--- config.mk ---
export PLATFORM = sky130hd
export DESIGN_NAME = lsu_top
export DESIGN_NICKNAME = d
export VERILOG_FILES = /design/src/lsu_pkg.sv /design/src/lsu_top.sv /design/src/lsu_response.sv /design/src/lsu_wdata_align.sv /design/src/lsu_ctrl_fsm.sv
export SDC_FILE = /design/constraint.sdc
export NUM_CORES = 1
export LEC_CHECK = 0
export ABC_CLOCK_PERIOD_IN_PS = 2600
export BUFFER_PORTS_ARGS = -buffer_cell sky130_fd_sc_hd__buf_4
export CAP_MARGIN = 25
export CORE_MARGIN = 2
export CORE_UTILIZATION = 35
export DETAILED_ROUTE_END_ITERATION = 6
export PLACE_DENSITY = 0.65
export SLEW_MARGIN = 15
export SYNTH_ARGS = -nofsm -noshare
export SYNTH_HDL_FRONTEND = slang
export SYNTH_SLANG_ARGS = --single-unit
--- constraint.sdc ---
create_clock -name clk_i -period 2.6 [get_ports clk_i]
set_input_delay 0.13 -clock clk_i [delete_from_list [all_inputs] [get_ports clk_i]]
set_output_delay 0.13 -clock clk_i [all_outputs]
set_load 0.01 [all_outputs]
--- src/lsu_pkg.sv ---
////////////////////////////////////////////////////////////////////////////
// load/store unit shared definitions
// widths, vector types, access size codes, fsm states and the packed
// request, bus and response-control structs
////////////////////////////////////////////////////////////////////////////

package lsu_pkg;

  // widths fixed by the 32-bit data bus
  localparam int unsigned ADDR_W = 32;
  localparam int unsigned DATA_W = 32;
  localparam int unsigned BE_W   = DATA_W / 8;  // one enable per byte lane
  localparam int unsigned OFF_W  = 2;           // byte offset inside a word

  typedef logic [ADDR_W-1:0] addr_t;      // byte address
  typedef logic [DATA_W-1:0] word_t;      // data word
  typedef logic [BE_W-1:0]   be_t;        // byte-enable mask
  typedef logic [OFF_W-1:0]  byte_off_t;  // lane index
  typedef logic [1:0]        data_type_t; // access size

  // access size codes, code 3 behaves as a byte
  localparam data_type_t TYPE_WORD = 2'd0;
  localparam data_type_t TYPE_HALF = 2'd1;
  localparam data_type_t TYPE_BYTE = 2'd2;

  // transaction states, the _MIS states belong to the first part of a split
  typedef enum logic [2:0] {
    IDLE,
    WAIT_GNT_MIS,
    WAIT_RVALID_MIS,
    WAIT_GNT,
    WAIT_RVALID
  } ls_state_e;

  // request from the execute stage
  typedef struct packed {
    logic       req;        // request strobe
    logic       we;         // store when set
    data_type_t data_type;
    logic       sign_ext;   // sign-extend loaded halfwords and bytes
    byte_off_t  reg_offset; // register byte that goes to the addressed lane
    addr_t      addr;       // full byte address from the adder
    word_t      wdata;      // store data, not yet rotated
  } lsu_req_t;

  // request side of the data bus
  typedef struct packed {
    logic  req;
    logic  we;
    be_t   be;
    addr_t addr;   // always word aligned
    word_t wdata;  // already in its byte lanes
  } mem_req_t;

  // attributes of the outstanding transaction, taken at grant
  typedef struct packed {
    byte_off_t  offset;
    data_type_t data_type;
    logic       sign_ext;
    logic       we;
  } rsp_ctrl_t;

endpackage
--- src/lsu_top.sv ---
////////////////////////////////////////////////////////////////////////////
// load/store unit top level
// connects the transaction fsm, store alignment and load response to the
// core request and the request/grant/rvalid data bus
////////////////////////////////////////////////////////////////////////////

module lsu_top (
  input  logic              clk_i,
  input  logic              rst_ni,

  // execute stage side
  input  lsu_pkg::lsu_req_t core_req_i,
  output lsu_pkg::word_t    rdata_o,
  output logic              data_valid_o,
  output logic              addr_incr_req_o,
  output logic              busy_o,
  output lsu_pkg::addr_t    addr_last_o,     // for trap value
  output logic              load_err_o,
  output logic              store_err_o,

  // data bus side
  output lsu_pkg::mem_req_t mem_req_o,
  input  logic              data_gnt_i,
  input  logic              data_rvalid_i,
  input  logic              data_err_i,
  input  lsu_pkg::word_t    data_rdata_i
);

  import lsu_pkg::*;

  logic     req;           // bus request from fsm
  logic     second_part;
  logic     rsp_err;
  be_t      be;
  word_t    wdata;
  lsu_req_t req_lane;      // core request with the lane offset of the access

  // in the second part the core address is the next word, lane offset is 0,
  // so the offset of the first part comes from the last granted address
  always_comb begin
    req_lane = core_req_i;
    if (second_part) begin
      req_lane.addr[OFF_W-1:0] = addr_last_o[OFF_W-1:0];
    end
  end

  lsu_ctrl_fsm i_lsu_ctrl_fsm (
    .clk_i           (clk_i),
    .rst_ni          (rst_ni),
    .core_req_i      (core_req_i),
    .data_gnt_i      (data_gnt_i),
    .data_rvalid_i   (data_rvalid_i),
    .data_err_i      (data_err_i),
    .mem_req_o       (req),
    .second_part_o   (second_part),
    .rsp_err_o       (rsp_err),
    .data_valid_o    (data_valid_o),
    .addr_incr_req_o (addr_incr_req_o),
    .busy_o          (busy_o),
    .addr_last_o     (addr_last_o)
  );

  lsu_wdata_align i_lsu_wdata_align (
    .core_req_i    (req_lane),
    .second_part_i (second_part),
    .mem_be_o      (be),
    .mem_wdata_o   (wdata)
  );

  lsu_response i_lsu_response (
    .clk_i         (clk_i),
    .rst_ni        (rst_ni),
    .core_req_i    (req_lane),
    .data_gnt_i    (data_gnt_i),
    .data_rvalid_i (data_rvalid_i),
    .data_rdata_i  (data_rdata_i),
    .second_part_i (second_part),
    .rsp_err_i     (rsp_err),
    .rdata_o       (rdata_o),
    .load_err_o    (load_err_o),
    .store_err_o   (store_err_o)
  );

  // bus address is always word aligned
  assign mem_req_o = '{
    req:   req,
    we:    core_req_i.we,
    be:    be,
    addr:  {core_req_i.addr[ADDR_W-1:OFF_W], {OFF_W{1'b0}}},
    wdata: wdata
  };

endmodule

--- src/lsu_response.sv ---
////////////////////////////////////////////////////////////////////////////
// load response path
// takes the access attributes at grant, keeps the first word of a split
// load, realigns and extends read data and sorts bus errors
////////////////////////////////////////////////////////////////////////////

module lsu_response (
  input  logic              clk_i,
  input  logic              rst_ni,

  input  lsu_pkg::lsu_req_t core_req_i,

  input  logic              data_gnt_i,
  input  logic              data_rvalid_i,
  input  lsu_pkg::word_t    data_rdata_i,

  input  logic              second_part_i,  // split access in progress
  input  logic              rsp_err_i,      // error with rvalid

  output lsu_pkg::word_t    rdata_o,        // realigned, extended load data
  output logic              load_err_o,
  output logic              store_err_o
);

  import lsu_pkg::*;

  rsp_ctrl_t ctrl_q, ctrl_d;
  word_t     rdata_q;      // first word of a split load
  word_t     word_data;    // assembled word
  logic [15:0] half_data;  // selected halfword before extension
  logic [7:0]  byte_data;  // selected byte before extension
  logic [4:0]  lane_lsb;   // bit index of the addressed lane

  ////////////////////////////////////////////////////////////////////////////
  // attribute and data capture
  ////////////////////////////////////////////////////////////////////////////

  always_comb begin
    ctrl_d = ctrl_q;
    if (data_gnt_i) begin
      ctrl_d.offset    = core_req_i.addr[OFF_W-1:0];
      ctrl_d.data_type = core_req_i.data_type;
      ctrl_d.sign_ext  = core_req_i.sign_ext;
      ctrl_d.we        = core_req_i.we;
    end
  end

  always_ff @(posedge clk_i or negedge rst_ni) begin
    if (!rst_ni) begin
      ctrl_q <= '0;
    end else begin
      ctrl_q <= ctrl_d;
    end
  end

  // read word of the first part, the low bytes of a split load
  always_ff @(posedge clk_i) begin
    if (data_rvalid_i && !ctrl_q.we && second_part_i) begin
      rdata_q <= data_rdata_i;
    end
  end

  ////////////////////////////////////////////////////////////////////////////
  // realignment and extension
  ////////////////////////////////////////////////////////////////////////////

  assign lane_lsb = {ctrl_q.offset, 3'b000};

  // split word: upper lanes of the held word, then low lanes of the new one
  always_comb begin
    unique case (ctrl_q.offset)
      2'b00:   word_data = data_rdata_i;
      2'b01:   word_data = {data_rdata_i[7:0], rdata_q[31:8]};
      2'b10:   word_data = {data_rdata_i[15:0], rdata_q[31:16]};
      default: word_data = {data_rdata_i[23:0], rdata_q[31:24]};
    endcase
  end

  // halfword at offset 3 straddles the two words
  assign half_data = (ctrl_q.offset == 2'b11) ? {data_rdata_i[7:0], rdata_q[31:24]}
                                              : data_rdata_i[lane_lsb +: 16];
  assign byte_data = data_rdata_i[lane_lsb +: 8];

  always_comb begin
    unique case (ctrl_q.data_type)
      TYPE_WORD: rdata_o = word_data;
      TYPE_HALF: rdata_o = {{16{ctrl_q.sign_ext & half_data[15]}}, half_data};
      TYPE_BYTE, 2'b11: rdata_o = {{24{ctrl_q.sign_ext & byte_data[7]}}, byte_data};
    endcase
  end

  // error type follows the access that owns this rvalid
  assign load_err_o  = rsp_err_i & ~ctrl_q.we;
  assign store_err_o = rsp_err_i &  ctrl_q.we;

endmodule

--- src/lsu_wdata_align.sv ---
////////////////////////////////////////////////////////////////////////////
// store data alignment
// byte enables for either part of an access and rotation of the store
// word into its byte lanes
////////////////////////////////////////////////////////////////////////////

module lsu_wdata_align (
  input  lsu_pkg::lsu_req_t core_req_i,
  input  logic              second_part_i,  // second word of a split access
  output lsu_pkg::be_t      mem_be_o,
  output lsu_pkg::word_t    mem_wdata_o
);

  import lsu_pkg::*;

  byte_off_t offset;
  byte_off_t rot;          // left rotation in bytes
  logic [2*DATA_W-1:0] wide;  // doubled word, rotated by a shift

  assign offset = core_req_i.addr[OFF_W-1:0];

  ////////////////////////////////////////////////////////////////////////////
  // byte enables
  ////////////////////////////////////////////////////////////////////////////

  always_comb begin
    unique case (core_req_i.data_type)
      TYPE_WORD: begin
        if (!second_part_i) begin
          mem_be_o = 4'b1111 << offset;              // offset .. lane 3
        end else begin
          mem_be_o = (4'b0001 << offset) - 4'b0001;  // lane 0 .. offset-1
        end
      end

      TYPE_HALF: begin
        if (!second_part_i) begin
          unique case (offset)
            2'b00:   mem_be_o = 4'b0011;
            2'b01:   mem_be_o = 4'b0110;
            2'b10:   mem_be_o = 4'b1100;
            default: mem_be_o = 4'b1000;  // upper byte spills to next word
          endcase
        end else begin
          mem_be_o = 4'b0001;  // spilled upper byte
        end
      end

      // code 3 acts as a byte
      TYPE_BYTE, 2'b11: mem_be_o = 4'b0001 << offset;
    endcase
  end

  ////////////////////////////////////////////////////////////////////////////
  // lane rotation
  ////////////////////////////////////////////////////////////////////////////

  // register byte reg_offset lands in lane offset, wraps mod 4
  assign rot = offset - core_req_i.reg_offset;

  // same rotation serves both parts of a split store
  assign wide        = {core_req_i.wdata, core_req_i.wdata} << {rot, 3'b000};
  assign mem_wdata_o = wide[2*DATA_W-1:DATA_W];  // upper half is the rotated word

endmodule

--- src/lsu_ctrl_fsm.sv ---
////////////////////////////////////////////////////////////////////////////
// load/store transaction fsm
// issues one or two bus requests per access, tracks the second part of a
// split access, keeps the last granted address and the busy flag
////////////////////////////////////////////////////////////////////////////

module lsu_ctrl_fsm (
  input  logic             clk_i,
  input  logic             rst_ni,

  input  lsu_pkg::lsu_req_t core_req_i,      // request from execute stage

  input  logic             data_gnt_i,
  input  logic             data_rvalid_i,
  input  logic             data_err_i,
  output logic             mem_req_o,       // bus request strobe

  output logic             second_part_o,   // split access past its first grant
  output logic             rsp_err_o,       // bus error qualified by rvalid

  output logic             data_valid_o,    // access complete
  output logic             addr_incr_req_o, // core moves addr to the next word
  output logic             busy_o,
  output lsu_pkg::addr_t   addr_last_o
);

  import lsu_pkg::*;

  ls_state_e state_q, state_d;
  logic      second_part_q, second_part_d;
  addr_t     addr_last_q, addr_last_d;
  logic      split_access;

  // a word needs two accesses at any offset but 0, a halfword only at offset 3
  assign split_access =
      ((core_req_i.data_type == TYPE_WORD) && (core_req_i.addr[OFF_W-1:0] != '0)) ||
      ((core_req_i.data_type == TYPE_HALF) && (core_req_i.addr[OFF_W-1:0] == 2'b11));

  assign rsp_err_o = data_rvalid_i & data_err_i;

  ////////////////////////////////////////////////////////////////////////////
  // next state
  ////////////////////////////////////////////////////////////////////////////

  always_comb begin
    state_d         = state_q;
    second_part_d   = second_part_q;
    mem_req_o       = 1'b0;
    data_valid_o    = 1'b0;
    addr_incr_req_o = 1'b0;

    unique case (state_q)
      IDLE: begin
        if (core_req_i.req) begin
          mem_req_o = 1'b1;  // no register between core and bus
          if (data_gnt_i) begin
            second_part_d = split_access;
            state_d       = split_access ? WAIT_RVALID_MIS : WAIT_RVALID;
          end else begin
            state_d       = split_access ? WAIT_GNT_MIS : WAIT_GNT;
          end
        end
      end

      WAIT_GNT_MIS: begin
        mem_req_o = 1'b1;  // hold until granted
        if (data_gnt_i) begin
          second_part_d = 1'b1;
          state_d       = WAIT_RVALID_MIS;
        end
      end

      WAIT_RVALID_MIS: begin
        addr_incr_req_o = 1'b1;  // core points at the next word meanwhile
        if (data_rvalid_i) begin
          if (data_err_i) begin
            // first part failed, drop the second one
            data_valid_o  = 1'b1;
            second_part_d = 1'b0;
            state_d       = IDLE;
          end else begin
            mem_req_o = 1'b1;  // second request goes out with the first rvalid
            state_d   = data_gnt_i ? WAIT_RVALID : WAIT_GNT;
          end
        end
      end

      WAIT_GNT: begin
        addr_incr_req_o = second_part_q;  // keep the next-word address while stalled
        mem_req_o       = 1'b1;
        if (data_gnt_i) begin
          state_d = WAIT_RVALID;
        end
      end

      WAIT_RVALID: begin
        if (data_rvalid_i) begin
          data_valid_o  = 1'b1;  // error or not, the access is over
          second_part_d = 1'b0;
          state_d       = IDLE;
        end
      end

      default: state_d = IDLE;
    endcase
  end

  // byte address of the last granted part, frozen on a bus error for trap value
  always_comb begin
    addr_last_d = addr_last_q;
    if (mem_req_o && data_gnt_i && !rsp_err_o) begin
      addr_last_d = core_req_i.addr;
    end
  end

  ////////////////////////////////////////////////////////////////////////////
  // registers
  ////////////////////////////////////////////////////////////////////////////

  always_ff @(posedge clk_i or negedge rst_ni) begin
    if (!rst_ni) begin
      state_q       <= IDLE;
      second_part_q <= 1'b0;
      addr_last_q   <= '0;
    end else begin
      state_q       <= state_d;
      second_part_q <= second_part_d;
      addr_last_q   <= addr_last_d;
    end
  end

  assign second_part_o = second_part_q;
  assign addr_last_o   = addr_last_q;

  // busy while a request is up or a read response is still owed
  assign busy_o = mem_req_o | (state_q == WAIT_RVALID) | (state_q == WAIT_RVALID_MIS);

endmodule

# [Yosys cells after proc, flatten, opt, wreduce, memory -nomap -nowiden]
# Cells that the tools add are included.
[op_classes] addsub=2 n_eq_ne=23 shift=5 mux=35 bitwise=8 reduce_logical=21
[op_table] op="32-bit one-hot mux with 3 select lines" n=2
[op_table] op="64-bit by 5-bit << shifter with 64-bit output" n=1
[op_table] op="32-bit by 6-bit variable part select with 16-bit output" n=1
[op_table] op="32-bit by 6-bit variable part select with 8-bit output" n=1
[op_table] op="3-bit two-way mux" n=9
[op_table] op="4-bit one-hot mux with 3 select lines" n=2
[op_table] op="2-bit equality test, second input constant" n=8
[op_table] op="16-bit two-way mux" n=1
[op_table] op="3-bit one-hot mux with 5 select lines" n=1
[op_table] op="2-bit != test, second input constant" n=7
[op_table] op="1-bit two-way mux" n=12
[op_table] op="2-bit by 1-bit equality test with 1-bit output, second input constant" n=4
[op_table] op="2-bit logical NOT" n=4
[op_table] op="4-bit two-way mux" n=2
[op_table] op="7-bit AND reduction" n=1
[op_table] op="3-bit by 2-bit equality test with 1-bit output, second input constant" n=2
[op_table] op="1-bit logical AND" n=6
[op_table] op="2-bit OR reduction" n=3
[op_table] op="1-bit bitwise AND" n=5
[op_table] op="5-bit AND reduction" n=1
[op_table] op="2-bit two-way mux" n=2
[op_table] op="1-bit one-hot mux with 2 select lines" n=2
[op_table] op="1-bit one-hot mux with 4 select lines" n=1
[op_table] op="4-bit nonzero test" n=1
[op_table] op="13 further kinds" n=15
[totals] reg_bits=74 in_bits=108 output_inout_bits=139 word_cells=102

# [Depth between registers and ports, before layout]
# Gate-level depths: netlist of run 1.
[logic_depth] depth_word=7 depth_mapped=8 mapped_depth_nobuf=7

# [Hierarchy]
# From an unflattened synthesis of run 1, not the netlist that was laid out.
[unflattened] hier_cells=532 area_unflattened_um2=5566.6
[modules_own_cells] mod="lsu_response" instances=1 cells_per_inst=272 area_each_um2=2645.0 seq_area_each_um2=870.8
[modules_own_cells] mod="lsu_ctrl_fsm" instances=1 cells_per_inst=120 area_each_um2=1709.1 seq_area_each_um2=900.9
[modules_own_cells] mod="lsu_wdata_align" instances=1 cells_per_inst=103 area_each_um2=930.9 seq_area_each_um2=0.0
[modules_own_cells] mod="lsu_top" instances=1 cells_per_inst=37 area_each_um2=281.5 seq_area_each_um2=0.0

# [Worst setup path after synthesis of run 1]
# OpenSTA, ideal clock, no wires.
[synth_path] path_kind="reg-to-output" startpoint="reg i_lsu_ctrl_fsm.second_part_q, in the netlist i_lsu_ctrl_fsm.second_part_o" endpoint="out mem_req_o[0] (netlist name)" arrival_time_ns=1.986 t_required_ns=2.470 path_slack_ns=0.484 stages_incl_launch_ff=9 n_path_buf=2 path_cell_list="dfrtp_1 buf_4 mux2i_1 ha_1 xnor2_1 xnor2_4 buf_6 mux2i_1 mux2i_1"
[synth_rtl] element="start: declaration" line="lsu_ctrl_fsm.sv:30" rtl="logic second_part_q, second_part_d;"
[synth_rtl] element="start signal: assignment" line="lsu_ctrl_fsm.sv:127" rtl="second_part_q <= second_part_d;"
[synth_rtl] element="end: declaration" line="lsu_top.sv:22" rtl="output lsu_pkg::mem_req_t mem_req_o,"

==> flow_summary_export.csv, run 1 <==
group,metric,value,unit
clock_tree,clock_latency,0.34,ns
route,wl_per_cell,17.94,µm
timing,worstMarginPinSlew,0.5435,ns
synthesis,synth_warnings,0,
route,drc,0,
clock_tree,cts_tree,"done",
synthesis,synth_edf_count,24,
worst_hold_path,min_path_cells,2,
run,cap_viol_max_count,0,
synthesis,avgSynthCellArea,10.76,µm²
critical_path,cp_num_cells,9,
worst_hold_path,hp-class,"input pin to flop",
critical_path,required,2.47,ns
critical_path,cp.buffers_inverters,3,
timing,clock_skew,0.009477,ns
power,p_leak,3.623,nW
place,place_congestion,0.8379,
route,dr.pass1.iters,5,
synthesis,synth_top_area_cell,"dfrtp_1",
clock_tree,ctsHtreeMaxLevel,3,
power,switching_power,0.003271,W
power,pwr-share-seq,20.5,%
timing,slew_viol_final,0,
synthesis,async_flop_share,63.64,%
route,ant_nets,0,
timing,whs,0.01176,ns
critical_path,cpLargestDelayFamily,"multiplexers",
clock_tree,root_buffer,"clkbuf_16",
cells_and_area,final_util,52.73,%
power,max-vdd-ir-drop,746.6,µV
critical_path,rr_worst_depth,5,
power,pwr-share-comb,65.4,%
timing,period_minus_slack,2.481,ns
critical_path,path_max_fanout,8,
die,coreArea,14640,µm²
power,p_sw_share,39.11,%
die,start_util,36.07,%
route,vias_per_cell,5.433,
die,boundaryPins,247,
critical_path,crit_path_start_kind,"flop",
die,die_w,126.9,µm
cells_and_area,drive_gt1_share,49.45,%
outcome,status,"finished clean",
cells_and_area,nNetsFinal,840,
critical_path,crit_chain,"mux2i_2, ha_2, xnor2_2, xnor2_4, buf_12, buf_4, mux2i_2, mux2i_1, buf_4",
critical_path,arrival,2.35,ns
global_routing,grt_max_degree,43,
critical_path,r2r_slack,0.57,ns
synthesis,yosysSeqAreaShare,33.54,%
critical_path,critical-path-slowest-cell,"dfrtp_1",
synthesis,ys.flop_type,"dfrtp_1",
place,dpl.hpwl,12080,µm
cells_and_area,area_growth,46.19,%
clock_tree,numCtsBuffers,9,
critical_path,worstSetupPathType,"flop to output pin",
die,rows,44,
clock_tree,clockBufferDepth,2,
synthesis,syn_inst,491,
critical_path,cpPeakStageDelay,0.40,ns
timing,finalSetupViolCount,0,
route,wirelength,16360,µm
global_routing,antenna_found_initial,0,
synthesis,syn-cell-area,5283,µm²
global_routing,grt_overflow,0,
synthesis,synth.area.top_cells,"dfrtp_1, mux2i_1, edfxtp_1, mux4_2, mux2_2",
synthesis,synth_cell_type_count,53,
power,clkPwrFrac,14.1,%
critical_path,endpoint_kind,"output pin",
worst_hold_path,min-delay-start,"core_req_i[40]",
timing,hold_violations,0,
power,p_int,0.005092,W
critical_path,r2r-start,"i_lsu_ctrl_fsm.state_q[1]$_DFFE_PN0P_",
worst_hold_path,whs_endpoint,"i_lsu_ctrl_fsm.addr_last_o[8]$_DFFE_PN0P_",
synthesis,ys_ff_latch,66,
clock_tree,path_clk_slew,0.06,ns
timing,final.period_utilization,95.43,%
place,io_buffers,244,
route,drt-initial-drc-count,389,
global_routing,grt_pass1_wl,25690,µm
die,die_y,126.9,µm
timing,rsz0062_at_grt,"true",
global_routing,grt_pass1_vias,5126,
timing,max-slew-margin-rel,63.77,%
power,power_density,1083,nW/µm²
critical_path,worstReg2RegEnd,"i_lsu_ctrl_fsm.addr_last_o[6]$_DFFE_PN0P_",
cells_and_area,diodes,0,
clock_tree,clock_sinks,66,
timing,fmax,0.4030,GHz
synthesis,synth_top_area_share,19.90,%
route,num_vias,4955,
global_routing,grt_usage,19.76,%
die,die_area,16090,µm²
-- per-layer routing --
layer	up-vias	global-route usage, %	routed length (µm)
met5	-	0	0
met4	0	7.111	257
li1	2284	-	-
met1	2416	23.90	6528
met3	17	5.567	1202
met2	238	33.68	8375
-- cell families (layout without fill, tap and decap cells) --
| logic type | Yosys count | count (layout) | share of synthesized area, % |
|---|---|---|---|
| other | 1 | 2 | 0.07099 |
| AND/OR/NAND/NOR | 99 | 99 | 8.338 |
| buffers and inverters | 85 | 321 | 10.04 |
| XOR/XNOR | 2 | 2 | 0.6870 |
| flip-flops | 66 | 66 | 33.54 |
| multiplexers | 136 | 136 | 31.60 |
| AO/OA/AOI/OAI | 94 | 94 | 13.83 |
| adder cells (fa/ha/maj) | 8 | 8 | 1.895 |
-- cell usage after synthesis, types with 2 or more instances --
master and n:
mux2i_1 76, nand2_1 46, dfrtp_1 42, buf_4 38, mux2_2 32, nor2_1 27, edfxtp_1 24, mux4_2 18
a21oi_1 14, clkbuf_1 14, buf_2 13, a221o_1 12, inv_1 11, a221oi_1 10, a32oi_1 10, o31ai_1 9
ha_1 8, buf_6 7, mux2_1 7, o21ai_0 7, a211oi_1 6, nand2b_1 6, nor2b_1 5, o22a_1 5
o22ai_1 5, a21o_1 4, nand3_1 4, a2bb2oi_1 2, and3_1 2, nand3_2 2, nor3_1 2, o21a_1 2
-- placed cells by master, fill, tap and decap left out, types with 5 or more instances in the layout --
| master | Yosys | layout |
|---|---|---|
| o22ai_1 | 5 | 5 |
| dlygate4sd3_1 | 0 | 22 |
| a221oi_1 | 10 | 10 |
| edfxtp_1 | 24 | 24 |
| o21ai_0 | 7 | 7 |
| mux2_1 | 7 | 7 |
| clkbuf_16 | 0 | 11 |
| nand2_1 | 46 | 46 |
| a32oi_1 | 10 | 10 |
| o31ai_1 | 9 | 9 |
| buf_4 | 38 | 268 |
| dfrtp_1 | 42 | 40 |
| a211oi_1 | 6 | 6 |
| inv_1 | 11 | 11 |
| mux2i_4 | 1 | 5 |
| nor2_1 | 27 | 26 |
| a21oi_1 | 14 | 14 |
| o22a_1 | 5 | 5 |
| ha_1 | 8 | 7 |
| mux4_2 | 18 | 18 |
| mux2_2 | 32 | 32 |
| mux2i_2 | 0 | 5 |
| a221o_1 | 12 | 12 |
| nand2b_1 | 6 | 6 |
| mux2i_1 | 76 | 67 |
-- stage by stage --
step                instance area [µm²]  setup WS [ns]  cells   TNS [ns]  total power, W
floorplan                          5286         0.4835    492          0        0.004800
global placement                   7023         0.1581    866          0        0.006675
detailed placement                 7023        0.03795    866          0        0.006804
CTS                                7585        0.05998    906          0        0.008172
global route                       7722      -0.006977    912  -0.009657        0.008895
finish                             7722         0.1187    912          0        0.008362
-- final cells by class --
| cell class | count | area, µm² |
|---|---|---|
| Clock inverter | 5 | 36.28 |
| Sequential cell | 66 | 1774 |
| Timing Repair Buffer | 294 | 2317 |
| Fill cell | 1316 | 6922 |
| Clock buffer | 10 | 250.2 |
| Tap cell | 184 | 230.2 |
| Multi-Input combinational cell | 341 | 3069 |
| Inverter | 12 | 45.04 |
-- worst max path at each step --
stage	slack [ns]	startpoint	end
after global placement	0.16	i_lsu_ctrl_fsm.second_part_o$_DFFE_PN0P_	mem_req_o[29]
after global routing	-0.007	i_lsu_response.ctrl_q[4]$_DFFE_PN0P_	rdata_o[14]
final	0.12	i_lsu_ctrl_fsm.second_part_o$_DFFE_PN0P_	mem_req_o[14]
after CTS	0.06	i_lsu_ctrl_fsm.second_part_o$_DFFE_PN0P_	mem_req_o[15]
after detailed placement	0.04	i_lsu_ctrl_fsm.second_part_o$_DFFE_PN0P_	mem_req_o[15]
after floorplan	0.48	i_lsu_ctrl_fsm.second_part_o$_DFFE_PN0P_	mem_req_o[0]
-- worst register-to-register path: cells and delay by family, from the launching register on --
kind | cells | cell delay (ns)
simple gates | 2 | 0.42
buf+inv | 1 | 0.29
compound gates | 1 | 0.31
mux | 1 | 0.37
flops | 1 | 0.53
-- registers in the layout, summed over array words and instances, names as in the netlist --
| register | count |
|---|---|
| i_lsu_ctrl_fsm.addr_last_o | 32 |
| i_lsu_ctrl_fsm.second_part_o | 1 |
| i_lsu_ctrl_fsm.state_q | 3 |
| i_lsu_response.rdata_q | 24 |
| i_lsu_response.ctrl_q | 6 |
-- power groups by stage --
stage / Combinational (W) / Sequential (W) / Clock, W
finish: 0.00547 / 0.00172 / 0.00118
global route: 0.00587 / 0.00177 / 0.00126
CTS: 0.00525 / 0.00171 / 0.00121
detailed placement: 0.00508 / 0.00173 / 0
global placement: 0.00497 / 0.00171 / 0
floorplan: 0.00307 / 0.00173 / 0
-- timing repair --
action,CTS,global route
endpoints found under the setup margin,32,26
gates resized for setup,1,16
pin swaps,1,1
setup buffers,3,5
cloned,0,1
hold buffers,22,0
hold endpoints to repair,63,0
(Power assumes the default switching activity.)
==> run 2, diff against run 1 <==
--- a/config.mk
+++ b/config.mk
@@ -6,11 +6,13 @@
 export NUM_CORES = 1
 export LEC_CHECK = 0
-export ABC_CLOCK_PERIOD_IN_PS = 2600
+export ABC_CLOCK_PERIOD_IN_PS = 3200
 export BUFFER_PORTS_ARGS = -buffer_cell sky130_fd_sc_hd__buf_4
 export CAP_MARGIN = 25
+export CELL_PAD_IN_SITES_DETAIL_PLACEMENT = 0
+export CELL_PAD_IN_SITES_GLOBAL_PLACEMENT = 1
 export CORE_MARGIN = 2
 export CORE_UTILIZATION = 35
 export DETAILED_ROUTE_END_ITERATION = 6
-export PLACE_DENSITY = 0.65
+export PLACE_DENSITY = 0.83
 export SLEW_MARGIN = 15
 export SYNTH_ARGS = -nofsm -noshare
==> constraint.sdc (replaced) <==
create_clock -name clk_i -period 3.2 [get_ports clk_i]
set_input_delay 0.64 -clock clk_i [delete_from_list [all_inputs] [get_ports clk_i]]
set_output_delay 0.64 -clock clk_i [all_outputs]
set_load 0.01 [all_outputs]
==> flow_summary_export.csv, run 2 (synthesis results as in run 1) <==
group,metric,value,unit
die,boundaryPins,247,
timing,max-slew-margin-rel,62.77,%
cells_and_area,final_cell_mix,"buf_4, mux2i_1, nand2_1, dfrtp_1, mux2_2",
clock_tree,clockBufferDepth,2,
cells_and_area,mostFrequentLayoutCell,"buf_4",
global_routing,grt_max_degree,43,
timing,hold_violations,0,
timing,rsz0062_at_grt,"false",
die,coreArea,14640,µm²
cells_and_area,nNetsFinal,810,
route,num_vias,4857,
critical_path,crit_path_start_kind,"flop",
critical_path,path_max_fanout,16,
cells_and_area,diodes,0,
cells_and_area,fillerInstances,1366,
cells_and_area,largest_reg_flops,32,
global_routing,antenna_found_initial,0,
cells_and_area,area_growth,39.44,%
route,vias_per_cell,5.501,
route,drt-initial-drc-count,326,
route,wl_per_cell,18.35,µm
die,die_area,16090,µm²
power,power_density,887.8,nW/µm²
worst_hold_path,hp-class,"input pin to asynchronous set/reset pin",
route,dr.pass1.iters,5,
outcome,status,"finished clean",
timing,final.period_utilization,93.80,%
clock_tree,numCtsBuffers,9,
timing,whs,0.2995,ns
place,placed_cell_area,7056,µm²
global_routing,grt_usage,19.58,%
route,wirelength,16200,µm
clock_tree,clock_sinks,66,
die,die_y,126.9,µm
global_routing,grt_pass1_wl,25300,µm
critical_path,worstSetupPathType,"flop to output pin",
route,ant_nets,0,
global_routing,grt_pass1_vias,4884,
critical_path,required,2.56,ns
critical_path,arrival,2.36,ns
die,die_w,126.9,µm
timing,worstMarginPinSlew,0.5585,ns
clock_tree,ctsResizeCount,0,
timing,clock_skew,0.008187,ns
clock_tree,ctsHtreeMaxLevel,3,
die,rows,44,
timing,fmax,0.3332,GHz
clock_tree,cts_tree,"done",
timing,finalSetupViolCount,0,
cells_and_area,drive_gt1_share,48.78,%
timing,fin_tns_setup,0,ns
clock_tree,root_buffer,"clkbuf_16",
run,cap_viol_max_count,0,
clock_tree,postCtsSetupBuffers,0,
global_routing,grt_overflow,0,
route,drc,0,
cells_and_area,final_util,50.30,%
place,dpl.hpwl,12350,µm
power,p_leak,3.499,nW
critical_path,endpoint_kind,"output pin",
place,io_buffers,244,
place,place_congestion,0.8311,
power,max-vdd-ir-drop,525.2,µV
clock_tree,path_clk_slew,0.06,ns
power,total_power,0.006539,W
clock_tree,ctsHoldBuffers,0,
die,start_util,36.07,%
timing,period_minus_slack,3.001,ns
cells_and_area,final_area,7366,µm²
clock_tree,clock_latency,0.34,ns
timing,slew_viol_final,0,
-- run 2: cell types whose count changed in the layout (fill, tap and decap cells not counted), moves of 4 or more --
cell | before | now
dlygate4sd3_1 | 22 | 0
mux2i_1 | 67 | 76
buf_4 | 268 | 260
mux2i_2 | 5 | 0
mux2i_4 | 5 | 1
-- run 2: worst paths after layout --
check | startpoint | to | slack, ns | cells past startpoint
max | i_lsu_response.ctrl_q[5]$_DFFE_PN0P_ | rdata_o[23] | 0.20 | 5
min | rst_ni | i_lsu_ctrl_fsm.addr_last_o[19]$_DFFE_PN0P_ | 0.30 | 1
max reg2reg | i_lsu_ctrl_fsm.state_q[1]$_DFFE_PN0P_ | i_lsu_ctrl_fsm.addr_last_o[12]$_DFFE_PN0P_ | 1.11 | 5
min reg2reg | i_lsu_ctrl_fsm.addr_last_o[5]$_DFFE_PN0P_ | i_lsu_ctrl_fsm.addr_last_o[5]$_DFFE_PN0P_ | 0.49 | 1
max in group asynchronous | rst_ni | i_lsu_response.ctrl_q[5]$_DFFE_PN0P_ | 2.48 | 1
min in group clk_i | i_lsu_ctrl_fsm.addr_last_o[5]$_DFFE_PN0P_ | i_lsu_ctrl_fsm.addr_last_o[5]$_DFFE_PN0P_ | 0.49 | 1
-- run 2: power by group --
part           total [W]  switching (W)  internal, W
Sequential       0.00140       0.000242      0.00116
Clock           0.000975       0.000370     0.000605
Combinational    0.00416        0.00197      0.00219
-- run 2: per-layer routing --
layer | global-route usage, % | up-vias | wire length [µm]
li1 | - | 2226 | -
met4 | 5.818 | 0 | 201
met3 | 4.429 | 17 | 1231
met5 | 0 | - | 0
met1 | 24.77 | 2389 | 6558
met2 | 33.52 | 225 | 8208
-- run 2: worst max-delay path, cell delays in order (launching register included) --
cell and delay [ns]:
dfrtp_2 0.52, mux4_1 0.64, nand3_2 0.23, o41a_4 0.33, o31ai_1 0.14, buf_4 0.17
-- run 2: through the flow --
stage               cells  worst slack [ns]
finish                883            0.1985
global route          883           0.04271
CTS                   883           0.06091
detailed placement    867            0.2159
global placement      867            0.3245
floorplan             492            0.4702
-- run 2: cell type report --
class                   count  area, µm²  share of cell area, %
clock inverters             6      68.82                 0.9343
multi-input cells         341       2995                  40.67
well taps                 184      230.2                  3.126
clock buffers              10      229.0                  3.109
flip-flops and latches     66       1774                  24.09
repair buffers            264       2023                  27.47
inverters                  12      45.04                 0.6115
